File: config.mk
export PLATFORM = sky130hd
export DESIGN_NAME = csa_search_top
export DESIGN_NICKNAME = d
export VERILOG_FILES = /design/src/design/csa_cipher_pkg.sv /design/src/design/csa_job_pkg.sv /design/src/design/csa_job_if.sv /design/src/design/csa_block_core.sv /design/src/design/csa_combine.sv /design/src/design/csa_dispatch.sv /design/src/design/csa_job_fifo.sv /design/src/design/csa_search_top.sv /design/src/design/csa_stream_core.sv
export SDC_FILE = /design/constraint.sdc
export NUM_CORES = 2
export LEC_CHECK = 0
export ABC_AREA = 1
export BUFFER_PORTS_ARGS = -buffer_cell sky130_fd_sc_hd__buf_2
export CAP_MARGIN = 20
export CORE_MARGIN = 2
export CORE_UTILIZATION = 45
export CTS_CLUSTER_DIAMETER = 60
export DETAILED_ROUTE_END_ITERATION = 8
export GPL_ROUTABILITY_DRIVEN = 1
export GPL_TIMING_DRIVEN = 0
export PLACE_DENSITY_LB_ADDON = 0.15
export SLEW_MARGIN = 20
export SYNTH_ARGS = -nofsm -noshare
export SYNTH_HDL_FRONTEND = slang
export SYNTH_SLANG_ARGS = --single-unit
export TNS_END_PERCENT = 10
File: constraint.sdc
create_clock -name clk -period 13.4 [get_ports clk]
set_input_delay 1.34 -clock clk [delete_from_list [all_inputs] [get_ports clk]]
set_output_delay 1.34 -clock clk [all_outputs]
set_load 0.01 [all_outputs]
File: src/design/csa_cipher_pkg.sv
package csa_cipher_pkg;

	// Byte substitution: rotate left, then XOR with a constant
	localparam int SBOX_ROT = 3;
	localparam logic [7:0] SBOX_XOR = 8'h5a;

	// Rotate applied to the high half in each stream step
	localparam int STREAM_ROT = 5;

endpackage

File: src/design/csa_job_pkg.sv
package csa_job_pkg;

	// Width of block index, times and times_start
	localparam int WORD_W = 32;

	// Control word and result
	localparam int CW_W = 64;

	// Packed job: block, control word, times, times_start
	localparam int JOB_W = 5 * WORD_W;

	// Job plus result, seven words as the host reads them back
	localparam int RES_W = 7 * WORD_W;

	// Field offsets inside a packed job or result word
	localparam int CW_LSB = WORD_W;
	localparam int TIMES_LSB = CW_LSB + CW_W;
	localparam int TSTART_LSB = TIMES_LSB + WORD_W;
	localparam int RESULT_LSB = JOB_W;

	localparam int IN_DEPTH = 4;
	localparam int OUT_DEPTH = 4;

	// Block core works on bytes, stream core on two 32-bit halves
	typedef union packed {
		logic [7:0][7:0] bytes;
		struct packed {
			logic [WORD_W-1:0] hi;
			logic [WORD_W-1:0] lo;
		} half;
	} cw_word_u;

endpackage

File: src/design/csa_job_if.sv
`timescale 1ns/1ps

interface csa_job_if;

	logic valid;
	logic [csa_job_pkg::WORD_W-1:0] block;
	csa_job_pkg::cw_word_u cw;
	logic [csa_job_pkg::WORD_W-1:0] times;
	logic [csa_job_pkg::WORD_W-1:0] times_start;

	logic blk_ready;
	logic str_ready;
	logic cmb_ready;

	modport issue (
		output valid, block, cw, times, times_start,
		input blk_ready, str_ready, cmb_ready
	);

	// Each core drives only its own ready and reads the other one
	modport core (
		input valid, cw, times, times_start, cmb_ready,
		output blk_ready, str_ready
	);

	modport capture (
		input valid, block, cw, times, times_start, blk_ready, str_ready,
		output cmb_ready
	);

endinterface

File: src/design/csa_block_core.sv
`timescale 1ns/1ps

module csa_block_core (
	input  logic                         clk,
	input  logic                         rst_n,
	csa_job_if.core                      job,
	output logic                         res_valid_o,
	input  logic                         res_ready_i,
	output logic [csa_job_pkg::CW_W-1:0] res_o
);

	logic busy_q;
	logic done_q;
	csa_job_pkg::cw_word_u state_q;
	logic [7:0] round_q;
	logic [csa_job_pkg::WORD_W-1:0] remain_q;
	logic fire;

	function automatic logic [7:0] sbox(input logic [7:0] b);
		return ((b << csa_cipher_pkg::SBOX_ROT) | (b >> (8 - csa_cipher_pkg::SBOX_ROT)))
			^ csa_cipher_pkg::SBOX_XOR;
	endfunction

	// Byte k takes the substituted byte above it, wrapping at the top
	function automatic csa_job_pkg::cw_word_u sub_round(input csa_job_pkg::cw_word_u s,
		input logic [7:0] r);
		csa_job_pkg::cw_word_u n;
		for (int k = 0; k < 8; k++) begin
			n.bytes[k] = sbox(s.bytes[(k + 1) % 8]) ^ r;
		end
		return n;
	endfunction

	assign job.blk_ready = !busy_q && !done_q;
	assign fire = job.valid && job.blk_ready && job.str_ready && job.cmb_ready;

	assign res_valid_o = done_q;
	assign res_o = state_q;

	always_ff @(posedge clk) begin
		if (!rst_n) begin
			busy_q <= 1'b0;
			done_q <= 1'b0;
		end else if (fire) begin
			busy_q <= job.times > 1;
			done_q <= job.times <= 1;
		end else if (busy_q && remain_q == 1) begin
			busy_q <= 1'b0;
			done_q <= 1'b1;
		end else if (done_q && res_ready_i) begin
			done_q <= 1'b0;
		end
	end

	// First round is applied while loading
	always_ff @(posedge clk) begin
		if (fire) begin
			state_q <= (job.times != 0) ? sub_round(job.cw, job.times_start[7:0]) : job.cw;
			round_q <= job.times_start[7:0] + 8'd1;
			remain_q <= job.times - 1'b1;
		end else if (busy_q) begin
			state_q <= sub_round(state_q, round_q);
			round_q <= round_q + 8'd1;
			remain_q <= remain_q - 1'b1;
		end
	end

endmodule

File: src/design/csa_combine.sv
`timescale 1ns/1ps

module csa_combine (
	input  logic                          clk,
	input  logic                          rst_n,
	csa_job_if.capture                    job,
	input  logic                          blk_valid_i,
	output logic                          blk_ready_o,
	input  logic [csa_job_pkg::CW_W-1:0]  blk_res_i,
	input  logic                          str_valid_i,
	output logic                          str_ready_o,
	input  logic [csa_job_pkg::CW_W-1:0]  str_res_i,
	output logic                          out_valid_o,
	input  logic                          out_ready_i,
	output logic [csa_job_pkg::RES_W-1:0] out_data_o
);

	logic wait_q;
	logic [csa_job_pkg::WORD_W-1:0] block_q;
	logic [csa_job_pkg::CW_W-1:0] cw_q;
	logic [csa_job_pkg::WORD_W-1:0] times_q;
	logic [csa_job_pkg::WORD_W-1:0] tstart_q;
	logic fire;
	logic accept;

	assign job.cmb_ready = !wait_q;
	assign fire = job.valid && job.blk_ready && job.str_ready && job.cmb_ready;

	// Word goes out only once both cores have finished
	assign out_valid_o = wait_q && blk_valid_i && str_valid_i;
	assign accept = out_valid_o && out_ready_i;

	// Both cores are released together
	assign blk_ready_o = accept;
	assign str_ready_o = accept;

	// Result on top, then times_start, times, control word and block
	assign out_data_o = {blk_res_i ^ str_res_i, tstart_q, times_q, cw_q, block_q};

	always_ff @(posedge clk) begin
		if (!rst_n) begin
			wait_q <= 1'b0;
		end else if (fire) begin
			wait_q <= 1'b1;
		end else if (accept) begin
			wait_q <= 1'b0;
		end
	end

	always_ff @(posedge clk) begin
		if (fire) begin
			block_q <= job.block;
			cw_q <= job.cw;
			times_q <= job.times;
			tstart_q <= job.times_start;
		end
	end

endmodule

File: src/design/csa_dispatch.sv
`timescale 1ns/1ps

module csa_dispatch (
	input  logic                          clk,
	input  logic                          rst_n,
	input  logic                          q_valid_i,
	output logic                          q_ready_o,
	input  logic [csa_job_pkg::JOB_W-1:0] q_data_i,
	csa_job_if.issue                      job
);

	logic valid_q;
	logic [csa_job_pkg::WORD_W-1:0] block_q;
	logic [csa_job_pkg::CW_W-1:0] cw_q;
	logic [csa_job_pkg::WORD_W-1:0] times_q;
	logic [csa_job_pkg::WORD_W-1:0] tstart_q;
	logic fire;

	// All three consumers take the job in the same cycle
	assign fire = valid_q && job.blk_ready && job.str_ready && job.cmb_ready;

	// Holding register is free, or is being emptied this cycle
	assign q_ready_o = !valid_q || fire;

	assign job.valid = valid_q;
	assign job.block = block_q;
	assign job.cw = cw_q;
	assign job.times = times_q;
	assign job.times_start = tstart_q;

	always_ff @(posedge clk) begin
		if (!rst_n) begin
			valid_q <= 1'b0;
		end else if (q_valid_i && q_ready_o) begin
			valid_q <= 1'b1;
		end else if (fire) begin
			valid_q <= 1'b0;
		end
	end

	always_ff @(posedge clk) begin
		if (q_valid_i && q_ready_o) begin
			block_q <= q_data_i[csa_job_pkg::WORD_W-1:0];
			cw_q <= q_data_i[csa_job_pkg::CW_LSB +: csa_job_pkg::CW_W];
			times_q <= q_data_i[csa_job_pkg::TIMES_LSB +: csa_job_pkg::WORD_W];
			tstart_q <= q_data_i[csa_job_pkg::TSTART_LSB +: csa_job_pkg::WORD_W];
		end
	end

endmodule

File: src/design/csa_job_fifo.sv
`timescale 1ns/1ps

module csa_job_fifo #(
	parameter int WIDTH = 32,
	parameter int DEPTH = 4
) (
	input  logic             clk,
	input  logic             rst_n,
	input  logic             wr_valid_i,
	output logic             wr_ready_o,
	input  logic [WIDTH-1:0] wr_data_i,
	output logic             rd_valid_o,
	input  logic             rd_ready_i,
	output logic [WIDTH-1:0] rd_data_o
);

	logic [WIDTH-1:0] mem_q [DEPTH];
	logic [$clog2(DEPTH)-1:0] wr_ptr_q;
	logic [$clog2(DEPTH)-1:0] rd_ptr_q;
	logic [$clog2(DEPTH+1)-1:0] count_q;
	logic push;
	logic pop;

	assign wr_ready_o = int'(count_q) != DEPTH;
	assign rd_valid_o = count_q != '0;
	assign rd_data_o = mem_q[rd_ptr_q];

	assign push = wr_valid_i && wr_ready_o;
	assign pop = rd_valid_o && rd_ready_i;

	always_ff @(posedge clk) begin
		if (push) begin
			mem_q[wr_ptr_q] <= wr_data_i;
		end
	end

	always_ff @(posedge clk) begin
		if (!rst_n) begin
			wr_ptr_q <= '0;
			rd_ptr_q <= '0;
			count_q <= '0;
		end else begin
			if (push) begin
				wr_ptr_q <= (int'(wr_ptr_q) == DEPTH - 1) ? '0 : wr_ptr_q + 1'b1;
			end
			if (pop) begin
				rd_ptr_q <= (int'(rd_ptr_q) == DEPTH - 1) ? '0 : rd_ptr_q + 1'b1;
			end
			case ({push, pop})
				2'b10: count_q <= count_q + 1'b1;
				2'b01: count_q <= count_q - 1'b1;
				default: count_q <= count_q;
			endcase
		end
	end

endmodule

File: src/design/csa_search_top.sv
`timescale 1ns/1ps

module csa_search_top (
	input  logic                           clk,
	input  logic                           rst_n,
	input  logic                           in_valid_i,
	output logic                           in_ready_o,
	input  logic [csa_job_pkg::WORD_W-1:0] in_block_i,
	input  logic [csa_job_pkg::CW_W-1:0]   in_cw_i,
	input  logic [csa_job_pkg::WORD_W-1:0] in_times_i,
	input  logic [csa_job_pkg::WORD_W-1:0] in_times_start_i,
	output logic                           out_valid_o,
	input  logic                           out_ready_i,
	output logic [csa_job_pkg::WORD_W-1:0] out_block_o,
	output logic [csa_job_pkg::CW_W-1:0]   out_cw_o,
	output logic [csa_job_pkg::WORD_W-1:0] out_times_o,
	output logic [csa_job_pkg::WORD_W-1:0] out_times_start_o,
	output logic [csa_job_pkg::CW_W-1:0]   out_result_o
);

	logic [csa_job_pkg::JOB_W-1:0] in_data;
	logic q_valid;
	logic q_ready;
	logic [csa_job_pkg::JOB_W-1:0] q_data;
	logic blk_valid;
	logic blk_ready;
	logic [csa_job_pkg::CW_W-1:0] blk_res;
	logic str_valid;
	logic str_ready;
	logic [csa_job_pkg::CW_W-1:0] str_res;
	logic cmb_valid;
	logic cmb_ready;
	logic [csa_job_pkg::RES_W-1:0] cmb_data;
	logic [csa_job_pkg::RES_W-1:0] out_data;

	csa_job_if u_job_if ();

	assign in_data = {in_times_start_i, in_times_i, in_cw_i, in_block_i};

	assign out_block_o = out_data[csa_job_pkg::WORD_W-1:0];
	assign out_cw_o = out_data[csa_job_pkg::CW_LSB +: csa_job_pkg::CW_W];
	assign out_times_o = out_data[csa_job_pkg::TIMES_LSB +: csa_job_pkg::WORD_W];
	assign out_times_start_o = out_data[csa_job_pkg::TSTART_LSB +: csa_job_pkg::WORD_W];
	assign out_result_o = out_data[csa_job_pkg::RESULT_LSB +: csa_job_pkg::CW_W];

	csa_job_fifo #(
		.WIDTH(csa_job_pkg::JOB_W),
		.DEPTH(csa_job_pkg::IN_DEPTH)
	) u_in_fifo (
		.clk(clk),
		.rst_n(rst_n),
		.wr_valid_i(in_valid_i),
		.wr_ready_o(in_ready_o),
		.wr_data_i(in_data),
		.rd_valid_o(q_valid),
		.rd_ready_i(q_ready),
		.rd_data_o(q_data)
	);

	csa_dispatch u_dispatch (
		.clk(clk),
		.rst_n(rst_n),
		.q_valid_i(q_valid),
		.q_ready_o(q_ready),
		.q_data_i(q_data),
		.job(u_job_if.issue)
	);

	csa_block_core u_block_core (
		.clk(clk),
		.rst_n(rst_n),
		.job(u_job_if.core),
		.res_valid_o(blk_valid),
		.res_ready_i(blk_ready),
		.res_o(blk_res)
	);

	csa_stream_core u_stream_core (
		.clk(clk),
		.rst_n(rst_n),
		.job(u_job_if.core),
		.res_valid_o(str_valid),
		.res_ready_i(str_ready),
		.res_o(str_res)
	);

	csa_combine u_combine (
		.clk(clk),
		.rst_n(rst_n),
		.job(u_job_if.capture),
		.blk_valid_i(blk_valid),
		.blk_ready_o(blk_ready),
		.blk_res_i(blk_res),
		.str_valid_i(str_valid),
		.str_ready_o(str_ready),
		.str_res_i(str_res),
		.out_valid_o(cmb_valid),
		.out_ready_i(cmb_ready),
		.out_data_o(cmb_data)
	);

	csa_job_fifo #(
		.WIDTH(csa_job_pkg::RES_W),
		.DEPTH(csa_job_pkg::OUT_DEPTH)
	) u_out_fifo (
		.clk(clk),
		.rst_n(rst_n),
		.wr_valid_i(cmb_valid),
		.wr_ready_o(cmb_ready),
		.wr_data_i(cmb_data),
		.rd_valid_o(out_valid_o),
		.rd_ready_i(out_ready_i),
		.rd_data_o(out_data)
	);

endmodule

File: src/design/csa_stream_core.sv
`timescale 1ns/1ps

module csa_stream_core (
	input  logic                         clk,
	input  logic                         rst_n,
	csa_job_if.core                      job,
	output logic                         res_valid_o,
	input  logic                         res_ready_i,
	output logic [csa_job_pkg::CW_W-1:0] res_o
);

	logic busy_q;
	logic done_q;
	csa_job_pkg::cw_word_u state_q;
	logic [csa_job_pkg::WORD_W-1:0] round_q;
	logic [csa_job_pkg::WORD_W-1:0] remain_q;
	logic fire;

	function automatic csa_job_pkg::cw_word_u stream_step(input csa_job_pkg::cw_word_u s,
		input logic [csa_job_pkg::WORD_W-1:0] r);
		csa_job_pkg::cw_word_u n;
		n.half.lo = s.half.hi;
		n.half.hi = s.half.lo
			^ ((s.half.hi << csa_cipher_pkg::STREAM_ROT)
			| (s.half.hi >> (csa_job_pkg::WORD_W - csa_cipher_pkg::STREAM_ROT)))
			^ r;
		return n;
	endfunction

	// Only an idle core takes a new job
	assign job.str_ready = !busy_q && !done_q;
	assign fire = job.valid && job.blk_ready && job.str_ready && job.cmb_ready;

	assign res_valid_o = done_q;
	assign res_o = state_q;

	always_ff @(posedge clk) begin
		if (!rst_n) begin
			busy_q <= 1'b0;
			done_q <= 1'b0;
		end else if (fire) begin
			busy_q <= job.times > 1;
			done_q <= job.times <= 1;
		end else if (busy_q && remain_q == 1) begin
			busy_q <= 1'b0;
			done_q <= 1'b1;
		end else if (done_q && res_ready_i) begin
			done_q <= 1'b0;
		end
	end

	always_ff @(posedge clk) begin
		if (fire) begin
			state_q <= (job.times != 0) ? stream_step(job.cw, job.times_start) : job.cw;
			round_q <= job.times_start + 1'b1;
			remain_q <= job.times - 1'b1;
		end else if (busy_q) begin
			state_q <= stream_step(state_q, round_q);
			round_q <= round_q + 1'b1;
			remain_q <= remain_q - 1'b1;
		end
	end

endmodule

Yosys cells after proc, flatten, opt, wreduce, memory -nomap -nowiden
Memories as Yosys holds them, arrays and structs flattened. A register that Yosys moved wholly into a read port is not among the register bits.
Cells that the tools add are included.
{ "classes": {"n_addsub": 15, "order_cmp": 2, "n_eq_ne": 12, "mux": 40, "bitwise": 55, "n_reduce_logical": 35} }
{ "op_table": {"columns": ["op", "count"], "rows": [
  ["2-to-1 mux 64 bit", 6],
  ["2-to-1 mux 32 bit", 6],
  ["OR 8 x 3 -> 8 bit", 16],
  ["XOR 32 bit", 4],
  ["XOR 8 bit", 16],
  ["subtractor 32 x 1 -> 32 bit, second input constant", 3],
  ["adder 32 x 1 -> 32 bit, second input constant", 2],
  ["== test 32 x 1 -> 1 bit, second input constant", 2],
  ["inverter 4 bit", 16],
  ["OR 32 x 5 -> 32 bit", 2],
  ["XOR 64 bit", 1],
  ["greater-than comparator 32 x 1 -> 1 bit, second input constant", 1],
  ["<= comparator 32 x 1 -> 1 bit, second input constant", 1],
  ["nonzero test 32 bit", 1],
  ["2-to-1 mux 1 bit", 18],
  ["adder 8 x 1 -> 8 bit, second input constant", 2],
  ["2-to-1 mux 8 bit", 2],
  ["nonzero test 2 bit", 8],
  ["logical AND 1 bit", 15],
  ["== test 2 x 1 -> 1 bit, second input constant", 6],
  ["2-to-1 mux 2 bit", 6],
  ["case mux 3 bit (2 select lines)", 2],
  ["nonzero test 3 bit", 4],
  ["adder 2 x 1 -> 2 bit, second input constant", 4],
  ["other kinds (6)", 15]
]} }
{ "word_totals": {"regBits": 412, "ramBits": 1536, "in_bits": 164, "out_inout_bits": 226, "word_cells": 183, "memories": 2} }
{ "mem_list": {"columns": ["name", "depth", "word_bits", "rd", "rd_ports_with_merged_regs", "wr", "line_no", "source"], "rows": [
  ["u_out_fifo.mem_q", 4, 224, 1, 1, 1, "csa_job_fifo.sv:17", "logic [WIDTH-1:0] mem_q [DEPTH];"],
  ["u_in_fifo.mem_q", 4, 160, 1, 1, 1, "csa_job_fifo.sv:17", null]
]} }

Logic depth before layout (Yosys ltp)
{ "depth": {"depth_word": 9, "mapped_depth": 17, "mapped_depth_nobuf": 14} }

Worst setup path after synthesis
OpenSTA, ideal clock, no wires.
{ "synth_timing": {"kind": "reg2reg", "from": "register u_combine.wait_q", "to": "memory u_out_fifo.mem_q[0][0] (netlist bit), enable pin", "setup_time_ps": 814, "arrival_ps": 10122, "required_time_ps": 12586, "path_slack_ps": 2464, "path_stages_with_launch": 6, "n_path_buf": 1, "synth_period_minus_slack_ps": 10936, "path_cell_list": "dfxtp_1 nand3_1 a21oi_1 inv_1 clkbuf_1 nor2_1"} }
{ "synth_between": {"elab_chain_len": 5} }
{ "synth_lines": {"columns": ["element", "line_no", "source"], "rows": [
  ["start, declared", "csa_combine.sv:18", "logic wait_q;"],
  ["start signal, assigned", "csa_combine.sv:42", "wait_q <= 1'b0;"],
  ["start signal, assigned", "csa_combine.sv:44", "wait_q <= 1'b1;"],
  ["start signal, assigned", "csa_combine.sv:46", "wait_q <= 1'b0;"],
  ["logical AND 1 bit (2 in a row)", "csa_combine.sv:30", "assign out_valid_o = wait_q && blk_valid_i && str_valid_i;"],
  ["logical AND 1 bit", "csa_job_fifo.sv:28", "assign push = wr_valid_i && wr_ready_o;"],
  ["2-to-1 mux 1 bit", "csa_job_fifo.sv:32", "if (push) begin"],
  ["2-to-1 mux 1 bit (implied by the code)", "csa_job_fifo.sv:33", "mem_q[wr_ptr_q] <= wr_data_i;"],
  ["end, declared", "csa_job_fifo.sv:17", null]
]} }
Every way passes these cells.

==> metrics <==
switching power share of the total 0.368; status finished, final reports clean; #FFs+latches synth 2,110; pre-CTS WS 8350 ps; drt total wl 277 mm; Comb pwr share 0.256; first-pass GRT wire length 385 mm; Core Region 185,000 µm²; share of cells above drive strength 1 0.133; Max-slew headroom 0.147; Top-Level Pins 390; Fillers 15,727; Slew Viols, Final 0; post-synthesis instance area 84,000 µm²; Starting DRT DRC Count 7,204; initial core utilization 0.453; Reg power frac 0.489; Leak 33.8 nW; Die Area 190,000 µm²; Power Internal 14.7 mW; WP buf/inv 6; ys async rst share 0; cell repeated most along the worst path buf_2; Tightest Hold Check Type reg -> reg; Avg Synthesized Cell Area 13.4 µm²; Mapped Cells 6,271; Crit Path Class reg -> out; post-CTS sizing 0; maxcap violations 0; via count 55,159; Area growth, synth to finish 17.5%; Tcrit/Tclk final 0.440; Rows 158; die height 436 µm; H-Tree Depth 4; EDFF count, synth 2,088; crit-path cells buf_2 > buf_2 > clkinv_1 > clkbuf_1 > clkbuf_1 > o21ai_0 > o22ai_1 > buf_2; WL per Instance 28.7 µm; IO buf count 389; area of the multi-input gates 18,700 µm²; GR peak layer met2; CTS Buf Count 217; Worst Path Arrival 4550 ps; die width 436 µm; syn_nets 6,457; Reg area 63,100 µm²; GR Overflow Total 0; dpl cells 9,241; Crit Path Max Fanout 11; CTS tree yes; Worst Max-Slew Pin Slew 1280 ps; slowest stage delay, CP 880 ps; largest area contributor in the netlist edfxtp_1; DRC Markers 0; Crit path required time 12,060 ps; post-synthesis cell type count 43; met3 Use GR 0.0656; Worst VDD drop 135 µV; non-filler cells in the finished layout 9,665; Bufs on Longest Clock Path 3; initial antenna violation count 84; top post-synthesis cells by area edfxtp_1 (75%), o21ai_0 (5.4%), nor2_1 (4.8%), o22ai_1 (2.9%), nand2_1 (2.1%); layout net count 7,166; Final ANT Viol Nets 0; postcts setup bufs 0; PwrDens 236 nW/µm²; vias in the first global route 51,796; Ys Warns 0; top_reg_cell synth edfxtp_1; largest net degree at the start of global routing 50; drt pass-1 iters 6; clock root buffer clkbuf_16; Fin Clk Skew 71.9 ps; Post-DP HPWL 200 mm; TritonCTS Sinks 2,110; total track usage 0.286; cts hold-fix bufs 0; Final TNS setup 0 ps; Clk pin slew, worst setup/hold paths 60 ps; Hold Fails Final Rpt 0; critical path launch point type register; crit path capture type output pin; FMAX 170 MHz; part of the Yosys area used for sequential elements 0.752; met2 Use GR 0.421; post-route setup slack 7510 ps; Clk Latency, worst-skew pair 880 ps; RSZ-0062 raised after global routing false; grt met1 use 0.411; global placement routability congestion 1.01; setup violators final 0; NetSw 8.57 mW; kind of cell adding the most delay to the critical path buffers and inverters; clock share of power 0.255; Slowest cell on crit path clkbuf_1; min cycle time layout 5890 ps; Synth top area share 0.747; vias per inst 5.71
## kinds of logic (layout without fill, tap and decap cells)
group / Yosys count / after routing / synth area share
other cells: 0 / 24 / 0
compound gates: 1457 / 1457 / 0.0953
fa+ha+maj: 22 / 22 / 0.00346
simple gates: 1778 / 1778 / 0.0858
buf+inv: 546 / 1436 / 0.0262
xor+xnor: 358 / 358 / 0.0373
flops: 2110 / 2110 / 0.752
## cell usage in the layout (no fill, tap or decap), types with 106 or more instances in the layout
master / n
nand2_1: 464
clkbuf_1: 294
o22ai_1: 384
clkbuf_16: 217
buf_2: 432
xnor2_1: 167
inv_1: 194
edfxtp_1: 2088
xor2_1: 191
o21ai_0: 901
nand3_1: 106
nor2_1: 1056
## cell usage after synthesis (all sizes together) (9+ instances only)
cell and instances:
edfxtp 2088, nor2 1089, o21ai 944, nand2 480
o22ai 384, clkbuf 266, inv 203, xor2 191
xnor2 167, nand3 108, buf 76, a21oi 54
nand4 45, o211ai 44, dfxtp 22, ha 20
o221ai 20, nor3 18, or2 14, nand3b 12
nor4 9
## worst reg2reg max path, cell delays in order, from the launching register on
cell and delay (ps):
dfxtp_1 340, clkbuf_1 590, buf_2 510, clkbuf_1 730, clkbuf_1 520, nor2_1 110, o22ai_1 590
## flip-flops by register name, summed over array words and instances (netlist names), 2 cells and up, named ones only
name                        count
u_block_core.round_q            8
u_stream_core.remain_q         32
u_combine.cw_q                 64
u_in_fifo.rd_ptr_q              2
u_out_fifo.mem_q              896
u_in_fifo.count_q               3
u_combine.block_q              32
u_block_core.remain_q          32
u_stream_core.round_q          32
u_dispatch.job.times_start     32
u_combine.times_q              32
u_in_fifo.wr_ptr_q              2
u_combine.tstart_q             32
u_block_core.res_o             64
u_in_fifo.mem_q               640
u_out_fifo.count_q              3
u_dispatch.job.block           32
u_out_fifo.rd_ptr_q             2
u_stream_core.res_o            64
u_dispatch.job.cw              64
u_dispatch.job.times           32
u_out_fifo.wr_ptr_q             2
## final timing paths
path	end	slack (ps)	cells after the start	startpoint
worst min-delay path	u_combine.block_q[12]	410	0	u_dispatch.job.block[12]
worst min register to register	u_combine.block_q[12]	410	0	u_dispatch.job.block[12]
worst max-delay path	out_times_start_o[15]	7510	8	register
worst max register to register	u_dispatch.job.times[28]	9720	6	u_in_fifo.rd_ptr_q[0]
## layer usage
| layer | up-vias | routed length (µm) |
|---|---|---|
| met3 | 499 | 27800 |
| met5 | - | 314 |
| met1 | 27457 | 115000 |
| met4 | 48 | 11600 |
| met2 | 2755 | 122000 |
| li1 | 24400 | - |
## metrics by stage
| step | total power, mW | hold WS [ps] | area (µm²) | util |
|---|---|---|---|---|
| global placement | 17.6 | 401 | 89000 | 0.480 |
| finish | 23.3 | 410 | 98600 | 0.532 |
| CTS | 23.2 | 415 | 98600 | 0.532 |
| floorplan | 13.9 | 400 | 84000 | - |
| detailed placement | 17.3 | 405 | 91500 | 0.494 |
| global route | 24.1 | 431 | 98600 | 0.532 |
## power by group through the flow
stage	clock (mW)	sequential [mW]	combinational, mW
5_1_grt	6.28	11.4	6.41
4_1_cts	6.02	11.3	5.91
3_5_place_dp	0	11.4	5.89
2_1_floorplan	0	10.4	3.49
3_3_place_gp	0	11.9	5.69
6_report	5.94	11.4	5.97
## cell type report
| type | count | area share |
|---|---|---|
| Timing Repair Buffer | 490 | 0.0443 |
| Clock buffer | 265 | 0.0577 |
| Inverter | 204 | 0.00776 |
| Clock inverter | 135 | 0.0138 |
| Antenna cell | 24 | 0.000609 |
| Multi-Input combinational cell | 3615 | 0.190 |
| Tap cell | 2480 | 0.0315 |
| Sequential cell | 2110 | 0.640 |
| Buffer | 342 | 0.0147 |
Power figures use the tool's default switching activity.
